==> config.mk <==
export PLATFORM = sky130hd
export DESIGN_NAME = fc_top
export DESIGN_NICKNAME = d
export VERILOG_FILES = /design/src/fc_pkg.sv /design/src/fc_weight_fifo.sv /design/src/fc_act_writer.sv /design/src/fc_pingpong_buf.sv /design/src/fc_mac_engine.sv /design/src/fc_top.sv
export VERILOG_INCLUDE_DIRS = /design/src
export SDC_FILE = /design/constraint.sdc
export NUM_CORES = 2
export LEC_CHECK = 0
export BUFFER_PORTS_ARGS = -buffer_cell sky130_fd_sc_hd__buf_2
export CAP_MARGIN = 30
export CORE_MARGIN = 2
export CORE_UTILIZATION = 25
export DETAILED_ROUTE_END_ITERATION = 16
export SYNTH_ARGS = -nofsm -noshare
export SYNTH_HDL_FRONTEND = slang
export SYNTH_SLANG_ARGS = --single-unit
==> constraint.sdc <==
create_clock -name clk -period 14.8 [get_ports clk]
set_clock_uncertainty 0.1 [all_clocks]
set_input_delay 0.74 -clock clk [delete_from_list [all_inputs] [get_ports clk]]
set_output_delay 0.74 -clock clk [all_outputs]
set_load 0.02 [all_outputs]
==> src/fc_defines.svh <==
`ifndef FC_DEFINES_SVH
`define FC_DEFINES_SVH

////////////////////
// layer geometry
////////////////////

`define FC_AF           3    // output lanes per weight word / result beat
`define FC_BATCH        2    // images in parallel
`define FC_FIN          8    // input features per vector
`define FC_FOUT         6    // output neurons, multiple of FC_AF
`define FC_GROUPS       (`FC_FOUT / `FC_AF)

////////////////////
// arithmetic
////////////////////

`define FC_DATA_W       8    // act, weight and result width
`define FC_PRECISION    4    // fractional bits dropped on requant
`define FC_ACC_W        24   // accumulator, plenty of headroom for FIN terms

// buffering
`define FC_WFIFO_DEPTH  16
`define FC_ADDR_W       3    // covers FC_FIN entries per bank

`endif

==> src/fc_pkg.sv <==
`default_nettype none

`include "fc_defines.svh"

package fc_pkg;

  ////////////////////
  // stream payloads
  ////////////////////

  typedef logic signed [`FC_DATA_W-1:0] act_t;     // one int8 activation
  typedef act_t [`FC_BATCH-1:0] act_beat_t;        // one feature, every image

  typedef logic signed [`FC_DATA_W-1:0] weight_t;
  typedef weight_t [`FC_AF-1:0] weight_word_t;     // lane j -> neuron g*AF+j

  // requantized outputs of one image
  typedef logic [`FC_AF-1:0][`FC_DATA_W-1:0] lane_vec_t;

  typedef struct packed {
    logic [$clog2(`FC_GROUPS)-1:0] group;          // output group index
    lane_vec_t [`FC_BATCH-1:0]     lanes;          // indexed by image
  } result_t;

  ////////////////////
  // buffer write port
  ////////////////////

  typedef struct packed {
    logic                  en;
    logic [`FC_ADDR_W-1:0] addr;                   // feature index
    act_beat_t             data;
  } buf_wr_t;

endpackage

`default_nettype wire

==> src/fc_weight_fifo.sv <==
`timescale 1ns/1ps
`default_nettype none

`include "fc_defines.svh"

// first-word-fall-through weight buffer
module fc_weight_fifo (
  input  logic                 clk,
  input  logic                 rst_n,
  input  logic                 in_valid,
  input  fc_pkg::weight_word_t in_data,
  output logic                 in_ready,
  output logic                 out_valid,
  output fc_pkg::weight_word_t out_data,
  input  logic                 out_ready
);

  localparam int DEPTH = `FC_WFIFO_DEPTH;
  localparam int PTR_W = $clog2(DEPTH);

  fc_pkg::weight_word_t mem [DEPTH];

  logic [PTR_W-1:0] wr_ptr;
  logic [PTR_W-1:0] rd_ptr;
  logic [PTR_W:0]   count;    // one extra bit to hold DEPTH
  logic             push;
  logic             pop;

  assign in_ready  = (count != (PTR_W+1)'(DEPTH));   // low only when full
  assign out_valid = (count != '0);
  assign out_data  = mem[rd_ptr];                    // fall-through head

  assign push = in_valid && in_ready;
  assign pop  = out_valid && out_ready;

  // storage array
  always_ff @(posedge clk)
  begin
    if (push)
      mem[wr_ptr] <= in_data;
  end

  always_ff @(posedge clk or negedge rst_n)
  begin
    if (!rst_n)
    begin
      wr_ptr <= '0;
      rd_ptr <= '0;
      count  <= '0;
    end
    else
    begin
      if (push)
        wr_ptr <= wr_ptr + 1'b1;   // power-of-two depth wraps naturally
      if (pop)
        rd_ptr <= rd_ptr + 1'b1;
      if (push && !pop)
        count <= count + 1'b1;
      else if (pop && !push)
        count <= count - 1'b1;
    end
  end

  a_count_bound : assert property (@(posedge clk) disable iff (!rst_n)
    count <= (PTR_W+1)'(DEPTH));

endmodule

`default_nettype wire

==> src/fc_act_writer.sv <==
`timescale 1ns/1ps
`default_nettype none

`include "fc_defines.svh"

// activation stream from the last conv stage into the filling bank
module fc_act_writer (
  input  logic              clk,
  input  logic              rst_n,
  input  logic              act_valid,
  input  fc_pkg::act_beat_t act_data,
  output logic              act_ready,
  output fc_pkg::buf_wr_t   wr,
  output logic              fill_done,
  input  logic              fill_free
);

  logic [`FC_ADDR_W-1:0] feat_cnt;   // next feature index in the bank
  logic                  accept;
  logic                  last_beat;

  ////////////////////
  // handshake
  ////////////////////

  assign act_ready = fill_free;      // filling bank still has room
  assign accept    = act_valid && act_ready;
  assign last_beat = (feat_cnt == `FC_ADDR_W'(`FC_FIN-1));

  // final write and fill_done share a cycle
  assign fill_done = accept && last_beat;

  always_comb
  begin
    wr      = '0;
    wr.en   = accept;
    wr.addr = feat_cnt;
    wr.data = act_data;
  end

  ////////////////////
  // feature counter
  ////////////////////

  always_ff @(posedge clk or negedge rst_n)
  begin
    if (!rst_n)
      feat_cnt <= '0;
    else if (accept)
    begin
      if (last_beat)
        feat_cnt <= '0;              // wrap for the next vector
      else
        feat_cnt <= feat_cnt + 1'b1;
    end
  end

  // a started vector keeps its bank open until the last beat
  a_bank_open_mid_vector : assert property (@(posedge clk) disable iff (!rst_n)
    (feat_cnt != '0) |-> fill_free);

endmodule

`default_nettype wire

==> src/fc_pingpong_buf.sv <==
`timescale 1ns/1ps
`default_nettype none

`include "fc_defines.svh"

// two activation banks, one filling while the other feeds the MAC engine
module fc_pingpong_buf (
  input  logic                  clk,
  input  logic                  rst_n,
  input  fc_pkg::buf_wr_t       wr,
  input  logic                  fill_done,
  input  logic                  bank_release,
  output logic                  fill_free,
  output logic                  comp_full,
  input  logic [`FC_ADDR_W-1:0] rd_addr,
  output fc_pkg::act_beat_t     rd_data
);

  fc_pkg::act_beat_t mem [2][`FC_FIN];   // [bank][feature]

  logic [1:0] full;        // one flag per bank
  logic       fill_ptr;    // bank being written
  logic       comp_ptr;    // bank being read

  ////////////////////
  // status
  ////////////////////

  assign fill_free = !full[fill_ptr];
  assign comp_full = full[comp_ptr];

  ////////////////////
  // banks
  ////////////////////

  always_ff @(posedge clk)
  begin
    if (wr.en)
      mem[fill_ptr][wr.addr] <= wr.data;
  end

  // registered read, data one cycle after rd_addr
  always_ff @(posedge clk)
  begin
    rd_data <= mem[comp_ptr][rd_addr];
  end

  ////////////////////
  // pointers and flags
  ////////////////////

  always_ff @(posedge clk or negedge rst_n)
  begin
    if (!rst_n)
    begin
      full     <= '0;
      fill_ptr <= 1'b0;
      comp_ptr <= 1'b0;   // both start on bank 0
    end
    else
    begin
      // fill_done and bank_release never hit the same bank in one cycle,
      // one needs it empty, the other full
      if (fill_done)
      begin
        full[fill_ptr] <= 1'b1;
        fill_ptr       <= ~fill_ptr;
      end
      if (bank_release)
      begin
        full[comp_ptr] <= 1'b0;
        comp_ptr       <= ~comp_ptr;
      end
    end
  end

  // writer side must not close a bank that already holds a vector
  a_fill_into_empty : assert property (@(posedge clk) disable iff (!rst_n)
    fill_done |-> !full[fill_ptr]);

  // engine side must only release what it was computing on
  a_release_full : assert property (@(posedge clk) disable iff (!rst_n)
    bank_release |-> full[comp_ptr]);

endmodule

`default_nettype wire

==> src/fc_mac_engine.sv <==
`timescale 1ns/1ps
`default_nettype none

`include "fc_defines.svh"

// issue -> read/multiply -> accumulate, one result beat per output group
module fc_mac_engine (
  input  logic                  clk,
  input  logic                  rst_n,
  input  logic                  comp_full,
  output logic [`FC_ADDR_W-1:0] rd_addr,
  input  fc_pkg::act_beat_t     rd_data,
  output logic                  bank_release,
  input  logic                  w_valid,
  input  fc_pkg::weight_word_t  w_data,
  output logic                  w_ready,
  output logic                  result_valid,
  output fc_pkg::result_t       result,
  input  logic                  result_ready
);

  localparam int GRP_W  = $clog2(`FC_GROUPS);
  localparam int PROD_W = 2 * `FC_DATA_W;
  localparam int MAX_Q  = 2 ** (`FC_DATA_W - 1) - 1;   // 127 for int8

  logic [`FC_ADDR_W-1:0] in_cnt;
  logic [GRP_W-1:0]      grp_cnt;
  logic                  issue;
  logic                  in_last;
  logic                  last_in_flight;

  // stage 1, waiting on rd_data
  logic                  s1_valid;
  logic                  s1_first;
  logic                  s1_last;
  logic [GRP_W-1:0]      s1_grp;
  fc_pkg::weight_word_t  s1_w;          // weight held to line up with rd_data

  // stage 2, products ready to add
  logic                  s2_valid;
  logic                  s2_first;
  logic                  s2_last;
  logic [GRP_W-1:0]      s2_grp;
  logic signed [PROD_W-1:0]    s2_prod [`FC_BATCH][`FC_AF];

  logic signed [`FC_ACC_W-1:0] acc [`FC_BATCH][`FC_AF];
  logic signed [`FC_ACC_W-1:0] sum [`FC_BATCH][`FC_AF];

  // shift out fraction, relu, clamp to int8
  function automatic logic [`FC_DATA_W-1:0] requant(input logic signed [`FC_ACC_W-1:0] s);
    logic signed [`FC_ACC_W-1:0] q;
    q = s >>> `FC_PRECISION;
    if (q < 0)
      return '0;
    else if (q > MAX_Q)
      return `FC_DATA_W'(MAX_Q);
    else
      return q[`FC_DATA_W-1:0];
  endfunction

  ////////////////////
  // issue
  ////////////////////

  // hold off while a group end is in flight or the output slot is taken
  assign last_in_flight = (s1_valid && s1_last) || (s2_valid && s2_last);
  assign issue   = comp_full && w_valid && !result_valid && !last_in_flight;
  assign w_ready = issue;               // pop weight with the read
  assign rd_addr = in_cnt;
  assign in_last = (in_cnt == `FC_ADDR_W'(`FC_FIN-1));

  always_ff @(posedge clk or negedge rst_n)
  begin
    if (!rst_n)
    begin
      in_cnt  <= '0;
      grp_cnt <= '0;
    end
    else if (issue)
    begin
      if (in_last)
      begin
        in_cnt <= '0;
        if (grp_cnt == GRP_W'(`FC_GROUPS-1))
          grp_cnt <= '0;                // bank done, wait for release
        else
          grp_cnt <= grp_cnt + 1'b1;
      end
      else
        in_cnt <= in_cnt + 1'b1;
    end
  end

  ////////////////////
  // pipeline control
  ////////////////////

  always_ff @(posedge clk or negedge rst_n)
  begin
    if (!rst_n)
    begin
      s1_valid     <= 1'b0;
      s1_first     <= 1'b0;
      s1_last      <= 1'b0;
      s2_valid     <= 1'b0;
      s2_first     <= 1'b0;
      s2_last      <= 1'b0;
      result_valid <= 1'b0;
    end
    else
    begin
      s1_valid <= issue;
      s1_first <= issue && (in_cnt == '0);
      s1_last  <= issue && in_last;
      s2_valid <= s1_valid;
      s2_first <= s1_first;
      s2_last  <= s1_last;
      if (s2_valid && s2_last)
        result_valid <= 1'b1;
      else if (result_ready)
        result_valid <= 1'b0;
    end
  end

  // datapath, payload only
  always_ff @(posedge clk)
  begin
    s1_w   <= w_data;
    s1_grp <= grp_cnt;
    s2_grp <= s1_grp;
    for (int b = 0; b < `FC_BATCH; b++)
      for (int j = 0; j < `FC_AF; j++)
        s2_prod[b][j] <= $signed(rd_data[b]) * $signed(s1_w[j]);
  end

  ////////////////////
  // accumulate and requant
  ////////////////////

  always_comb
  begin
    for (int b = 0; b < `FC_BATCH; b++)
      for (int j = 0; j < `FC_AF; j++)
        if (s2_first)
          sum[b][j] = s2_prod[b][j];    // first input of a group clears
        else
          sum[b][j] = acc[b][j] + s2_prod[b][j];
  end

  always_ff @(posedge clk)
  begin
    if (s2_valid)
      acc <= sum;
    if (s2_valid && s2_last)
    begin
      result.group <= s2_grp;
      for (int b = 0; b < `FC_BATCH; b++)
        for (int j = 0; j < `FC_AF; j++)
          result.lanes[b][j] <= requant(sum[b][j]);
    end
  end

  // bank is free once the final group has left
  assign bank_release = result_valid && result_ready
                        && (result.group == GRP_W'(`FC_GROUPS-1));

  a_result_hold : assert property (@(posedge clk) disable iff (!rst_n)
    result_valid && !result_ready |=> result_valid && $stable(result));

endmodule

`default_nettype wire

==> src/fc_top.sv <==
`timescale 1ns/1ps
`default_nettype none

`include "fc_defines.svh"

// single fully connected layer: act writer, ping-pong buffer, weight FIFO, MAC
module fc_top (
  input  logic                 clk,
  input  logic                 rst_n,
  // activations from last conv stage
  input  logic                 act_valid,
  input  fc_pkg::act_beat_t    act_data,
  output logic                 act_ready,
  // weight words, group-major then input
  input  logic                 weight_valid,
  input  fc_pkg::weight_word_t weight_data,
  output logic                 weight_ready,
  // results, one beat per group
  output logic                 result_valid,
  output fc_pkg::result_t      result,
  input  logic                 result_ready
);

  ////////////////////
  // internal nets
  ////////////////////

  fc_pkg::buf_wr_t       wr;
  logic                  fill_done;
  logic                  fill_free;
  logic                  comp_full;
  logic                  bank_release;
  logic [`FC_ADDR_W-1:0] rd_addr;
  fc_pkg::act_beat_t     rd_data;
  logic                  w_valid;
  fc_pkg::weight_word_t  w_data;
  logic                  w_ready;

  fc_weight_fifo u_weight_fifo (
    .clk       (clk),
    .rst_n     (rst_n),
    .in_valid  (weight_valid),
    .in_data   (weight_data),
    .in_ready  (weight_ready),
    .out_valid (w_valid),
    .out_data  (w_data),
    .out_ready (w_ready)
  );

  fc_act_writer u_act_writer (
    .clk       (clk),
    .rst_n     (rst_n),
    .act_valid (act_valid),
    .act_data  (act_data),
    .act_ready (act_ready),
    .wr        (wr),
    .fill_done (fill_done),
    .fill_free (fill_free)
  );

  fc_pingpong_buf u_pingpong_buf (
    .clk          (clk),
    .rst_n        (rst_n),
    .wr           (wr),
    .fill_done    (fill_done),
    .bank_release (bank_release),
    .fill_free    (fill_free),
    .comp_full    (comp_full),
    .rd_addr      (rd_addr),
    .rd_data      (rd_data)
  );

  fc_mac_engine u_mac_engine (
    .clk          (clk),
    .rst_n        (rst_n),
    .comp_full    (comp_full),
    .rd_addr      (rd_addr),
    .rd_data      (rd_data),      // one cycle behind rd_addr
    .bank_release (bank_release),
    .w_valid      (w_valid),
    .w_data       (w_data),
    .w_ready      (w_ready),
    .result_valid (result_valid),
    .result       (result),
    .result_ready (result_ready)
  );

endmodule

`default_nettype wire

* Word-level counts from Yosys, hierarchy flattened
Memory sizes are Yosys's and may differ from the RTL's. A register that Yosys moved wholly into a read port is not among the register bits.
Cells that the tools add are included.
** Word-level totals
- Register bits after elaboration :: 242
- Memory bits (writable) :: 736
- Bits of input ports :: 45
- Output and inout port bits :: 52
- Word-level logic and storage cells :: 163
- Memories :: 3
** Cells by class
- Add/subtract/negate cells :: 13
- Multiply operators :: 6
- $lt $le $gt $ge :: 19
- Equality and inequality tests :: 3
- Muxes and demuxes :: 38
- Bitwise logic cells :: 7
- Reductions and logical operators :: 35
** Memory list
- u_weight_fifo.mem :: words 16, width 24, read ports 1, clocked after Yosys merged registers in 1, wr ports 1, RTL line fc_weight_fifo.sv:21 : fc_pkg::weight_word_t mem [DEPTH];
- u_pingpong_buf.mem :: words 2, width 128, read ports 1, clocked after Yosys merged registers in 0, wr ports 1, RTL line fc_pingpong_buf.sv:19 : fc_pkg::act_beat_t mem [2][`FC_FIN];
- u_mac_engine.s2_prod :: words 2, width 48, read ports 2, clocked after Yosys merged registers in 0, wr ports 2, RTL line fc_mac_engine.sv:44 : logic signed [PROD_W-1:0] s2_prod [`FC_BATCH][`FC_AF];
** Operators by type and width (count)
- $add 24x16->24 :: 6
- $mux 24 :: 6
- $mux 128 :: 1
- $gt 20x8->1 const B :: 6
- $lt 20x1->1 const B :: 6
- $mul 8x8->16 :: 6
- $bmux 16 s3 :: 1
- $demux 16 s3 :: 1
- $mux 16 :: 3
- $mux 7 :: 6
- $logic_and 1x1->1 :: 18
- $mux 1 :: 12
- $reduce_or 2->1 :: 6
- $mux 5 :: 2
- $add 4x1->4 const B :: 2
- $ge 4x4->1 const B :: 2
- $not 3->4 :: 2
- $add 3x1->3 const B :: 2
- $eq 3x3->1 const B :: 2
- $mux 3 :: 2
- $add 5x1->5 const B :: 1
- $logic_not 1->1 :: 5
- $ne 5x5->1 const B :: 1
- $reduce_bool 5->1 :: 1
- other kinds (15) :: 21

* Logic depth before layout (Yosys ltp)
- Depth in word-level cells :: 9
- Depth in mapped cells :: 21
- Gate-level depth less buffers :: 20

* Hierarchy
Synthesis repeated with hierarchy kept, for this count alone.
** Second synthesis, totals
- Cells, all modules :: 4758
- Area, all modules :: 59198.0 sq um
** By module, submodules not included
- fc_mac_engine :: times used 1, cells each 3498, area an instance 32951.6 sq um, seq. area each 8513.2 sq um
- fc_weight_fifo :: times used 1, cells each 777, area an instance 15718.8 sq um, seq. area each 11856.4 sq um
- fc_pingpong_buf :: times used 1, cells each 453, area an instance 10226.1 sq um, seq. area each 8107.8 sq um
- fc_act_writer :: times used 1, cells each 30, area an instance 301.5 sq um, seq. area each 75.1 sq um

* Worst setup path after synthesis
Ideal clock, no wire load.
- Path kind :: flip-flop to flip-flop
- From :: reg u_mac_engine.s2_valid
- To :: reg u_weight_fifo.count[4]
- Setup time :: 0.125 ns
- Arrival :: 6.548 ns
- Required time :: 14.575 ns
- Slack :: 8.027 ns
- Cell stages (with the launch flop) :: 12
- Buffers on the path :: 1
- Clock period less this slack :: 6.773 ns
- Cells stage by stage :: dfrtp_1 -> and2_1 -> or4_1 -> clkbuf_1 -> ha_1 -> inv_1 -> fa_1 -> a21o_1 -> a21oi_1 -> xnor2_1 -> nor2_1 -> xor2_1
** On the way
- Longest elaborated chain between the ends :: 8
- Elaborated cells between the ends (all ways) :: 10
- Those cells by class :: 1 x mux; 9 x reduce/logical
** Ends and longest elaborated chain
- start: declaration :: RTL line fc_mac_engine.sv:40 : logic s2_valid;
- start signal: assignment :: RTL line fc_mac_engine.sv:115 : s2_valid <= s1_valid;
- $logic_and 1x1->1 * :: RTL line fc_mac_engine.sv:66 : assign last_in_flight = (s1_valid && s1_last) || (s2_valid && s2_last);
- $logic_or 1x1->1 * :: RTL line fc_mac_engine.sv:66
- $logic_not 1->1 * :: RTL line fc_mac_engine.sv:67 : assign issue = comp_full && w_valid && !result_valid && !last_in_flight;
- $logic_and 1x1->1 * :: RTL line fc_mac_engine.sv:67
- $logic_and 1x1->1 * :: RTL line fc_weight_fifo.sv:34 : assign pop = out_valid && out_ready;
- $logic_not 1->1 :: RTL line fc_weight_fifo.sv:57 : if (push && !pop)
- $logic_and 1x1->1 :: RTL line fc_weight_fifo.sv:57
- $mux 5 / $reduce_bool 2->1 (equally long branches)
- end signal: assignment :: RTL line fc_weight_fifo.sv:58 : count <= count + 1'b1;
- end signal: assignment :: RTL line fc_weight_fifo.sv:60 : count <= count - 1'b1;
- end: declaration :: RTL line fc_weight_fifo.sv:25 : logic [PTR_W:0] count;
Mark *: on every way between the ends. The rest lies on a longest branch, timed or not.
A chain may end at the register's enable or synchronous reset.

==> impl_metrics.tcl <==
set metrics [dict create \
    outcome "finished clean" \
    fin_crit_ns 5.241 \
    path_max_fanout 24 \
    overflow 0 \
    r2r_start "u_pingpong_buf.rd_data[14]" \
    ys_types 85 \
    numCtsBuffers 110 \
    critPathRequiredTime_ns 15.32 \
    hold_slack_ns 0.1831 \
    dr.first_iter.drc_count 2441 \
    cts_tree "done" \
    cts_num_sinks 1002 \
    max-cap-violations 0 \
    die_w_um 483.6 \
    drtAntennaViolNets 0 \
    arrival_ns 5.76 \
    netlist_area_mm2 0.05751 \
    rsz0062_at_grt "false" \
    synthCells 4391 \
    grt_max_degree 89 \
    grt_pass1_vias 35516 \
    tightestPinTransition_ns 0.9953 \
    clk_pin_slew_worst_paths_ns 0.06 \
    cts-root-buf "clkbuf_16" \
    startpoint_type "flip-flop" \
    critPathSlowestCell "dfxtp_1" \
    design.core.area_mm2 0.2295 \
    syn_to_final_growth_pct 13.87 \
    wirelength_um 133700 \
    hp-class "in2reg" \
    place_area_mm2 0.06176 \
    setup_viol 0 \
    maxSlewHeadroom_pct 32.74 \
    numPortBuffers 96 \
    yosysTopAreaCellShare_pct 43.49 \
    timing.final.crit_share_pct 35.42 \
    crit_type "reg2reg" \
    synth-seq-cells 1002 \
    antenna_found_initial 37 \
    tns_ns 0 \
    start_util_pct 25.06 \
    via_count 34181 \
    avgSynthCellArea_um2 13.10 \
    die_area_mm2 0.2339 \
    wl_per_cell_um 17.53 \
    drc_errors 0 \
    grt_usage_pct 11.39 \
    cts_buffer_depth 3 \
    row_count 176 \
    ys_warn_count 0 \
    htreeDepth 3 \
    synth_edf_count 833 \
    viasPerCell 4.480 \
    die_h_um 483.6 \
    stdcell_area_mm2 0.06549 \
    synthFlopType "edfxtp_1" \
    clock_latency_ns 0.75 \
    grt_pass1_wl_um 210100 \
    min_from "result_ready" \
    place_congestion 0.8194 \
    yosys.area.top_type "edfxtp_1" \
    yosys-top-cells-area "edfxtp_1 43%, fa_1 12%, mux4_2 7.8%" \
    drive_gt1_share_pct 12.67 \
    hold_violations 0 \
    hpwl_um 90080 \
    worstPathCellList "nand2_1 > fa_1 > fa_1 > inv_1 > fa_1 > inv_1 > fa_1 > inv_1 > ha_1 > o21ai_0 > a21boi_0 > o21ai_0 > a21boi_0 > o21a_1 > o21ai_0 > nand2b_1 > a21oi_1 > xnor2_1" \
    io-pin-count 97 \
    worst_setup_path_end_kind "flip-flop" \
    drt_pass1_iterations 6 \
    drv_slew 0 \
    final_net_count 5210 \
    critical_path.max_stage_delay_ns 0.96 \
    cp-startpoint "u_pingpong_buf.rd_data[14]" \
    synth_seq_area_share_pct 49.65 \
    fmax_mhz 190.8 \
    final_core_util_pct 28.54 \
    async_flop_share_pct 3.094 \
    postCtsResizedCells 0 \
    cpMostUsedCell "fa_1" \
]
logic make-up after synthesis:
group / after synthesis / share of synthesized area [%]
simple gates: 965 / 8.256
mux: 232 / 8.426
fa+ha+maj: 663 / 18.82
compound gates: 632 / 7.166
other cells: 1 / 0.006520
flops: 1002 / 49.65
buf+inv: 688 / 4.510
xor+xnor: 208 / 3.168
layer usage:
| layer | GRT usage, % | routed length (um) | up-vias |
|---|---|---|---|
| met4 | 2.349 | 2776 | 42 |
| met5 | 0 | 286 | - |
| met1 | 16.00 | 62430 | 17374 |
| li1 | - | - | 15798 |
| met2 | 17.91 | 59980 | 745 |
| met3 | 2.590 | 8253 | 222 |
registers in the layout, summed over array words and instances (netlist names), 2 cells and up:
register / cells
u_act_writer.feat_cnt: 3
u_mac_engine.acc: 144
u_mac_engine.rd_addr: 3
u_mac_engine.result: 49
u_mac_engine.s1_w: 24
u_mac_engine.s2_prod: 96
u_pingpong_buf.full: 2
u_pingpong_buf.mem: 256
u_pingpong_buf.rd_data: 16
u_weight_fifo.count: 5
u_weight_fifo.mem: 384
u_weight_fifo.rd_ptr: 4
u_weight_fifo.wr_ptr: 4
Yosys cell counts, drive strengths merged, types with 5 or more instances:
cell type	instances
nand3	33
clkbuf	129
nand2b	40
mux2	14
a211oi	25
a211o	12
o21a	30
nor4	10
dfxtp	138
a221o	5
o2111ai	7
and3	19
or3	9
a21boi	22
fa	337
edfxtp	833
dfrtp	31
xnor2	156
a21o	65
a31o	5
a311oi	7
mux2i	18
a41oi	6
o211ai	13
a21oi	163
o21ai	154
o21bai	20
mux4	200
nor2	195
nand4	15
a2111oi	5
or2	5
nor2b	23
o41ai	5
a31oi	30
ha	326
buf	33
nand2	304
o31ai	11
and2	233
xor2	52
nor3	53
inv	525
final cells by class:
cell class              count  area (um2)
well taps                3026        3786
clock inverters            58       645.6
flip-flops and latches   1002       28570
repair buffers            156       977.2
clock buffers             152        3064
fillers                 23260      164000
diodes                      4       10.01
inverters                 526        1974
multi-input cells        2706       26460
cells in the final DEF (no fill, tap or decap), drive strengths merged, types with 15 or more instances in the layout:
| cell | instances |
|---|---|
| fa | 337 |
| a21o | 65 |
| xnor2 | 156 |
| o21bai | 20 |
| a21oi | 163 |
| mux2i | 18 |
| clkbuf | 152 |
| inv | 532 |
| a21boi | 22 |
| edfxtp | 833 |
| and2 | 233 |
| nor2b | 23 |
| dfxtp | 138 |
| mux4 | 200 |
| dfrtp | 31 |
| o21ai | 154 |
| clkinv | 38 |
| ha | 326 |
| nand4 | 15 |
| nor3 | 53 |
| xor2 | 52 |
| a211oi | 25 |
| o21a | 30 |
| buf | 155 |
| nand2b | 40 |
| and3 | 19 |
| a31oi | 30 |
| nand3 | 33 |
| nand2 | 304 |
| nor2 | 195 |
worst max-delay path, delay by kind of cell (launching register included):
kind,cells,cell delay [ns]
buffers and inverters,3,0.15
and+or+nand+nor,2,0.24
DFF,1,0.96
adders and majority gates,5,2.35
xor gates and xnor gates,1,0.13
AOI/OAI and AO/OA,7,1.20
repair_timing:
item / in CTS / in global routing
hold buffers: 1 / 0
buffers inserted: 0 / 0
hold endpoints to repair: 31 / 0
endpoints found under the setup margin: 0 / 0
metrics by stage:
step	std cells	worst slack, ns
after floorplan	4396	8.027
after global placement	7411	9.570
after detailed placement	7415	9.599
after CTS	7626	9.546
after global routing	7626	9.154
final	7630	9.559
path summary, 6_finish.rpt:
path	to	depth (start not counted)	slack, ns
max in group asynchronous	u_weight_fifo.rd_ptr[0]	2	13.56
setup reg to reg	u_mac_engine.s2_prod[1][14]	18	9.56
hold / removal	u_mac_engine.result_valid	3	0.18
hold reg to reg	u_mac_engine.s2_first	0	0.25
setup / recovery	u_mac_engine.s2_prod[1][14]	18	9.56
min in group asynchronous	u_weight_fifo.wr_ptr[2]	2	0.49
Power is left out: the tool's default activity adds up to more than one toggle a clock period on the data nets, which glitch-free logic cannot reach.
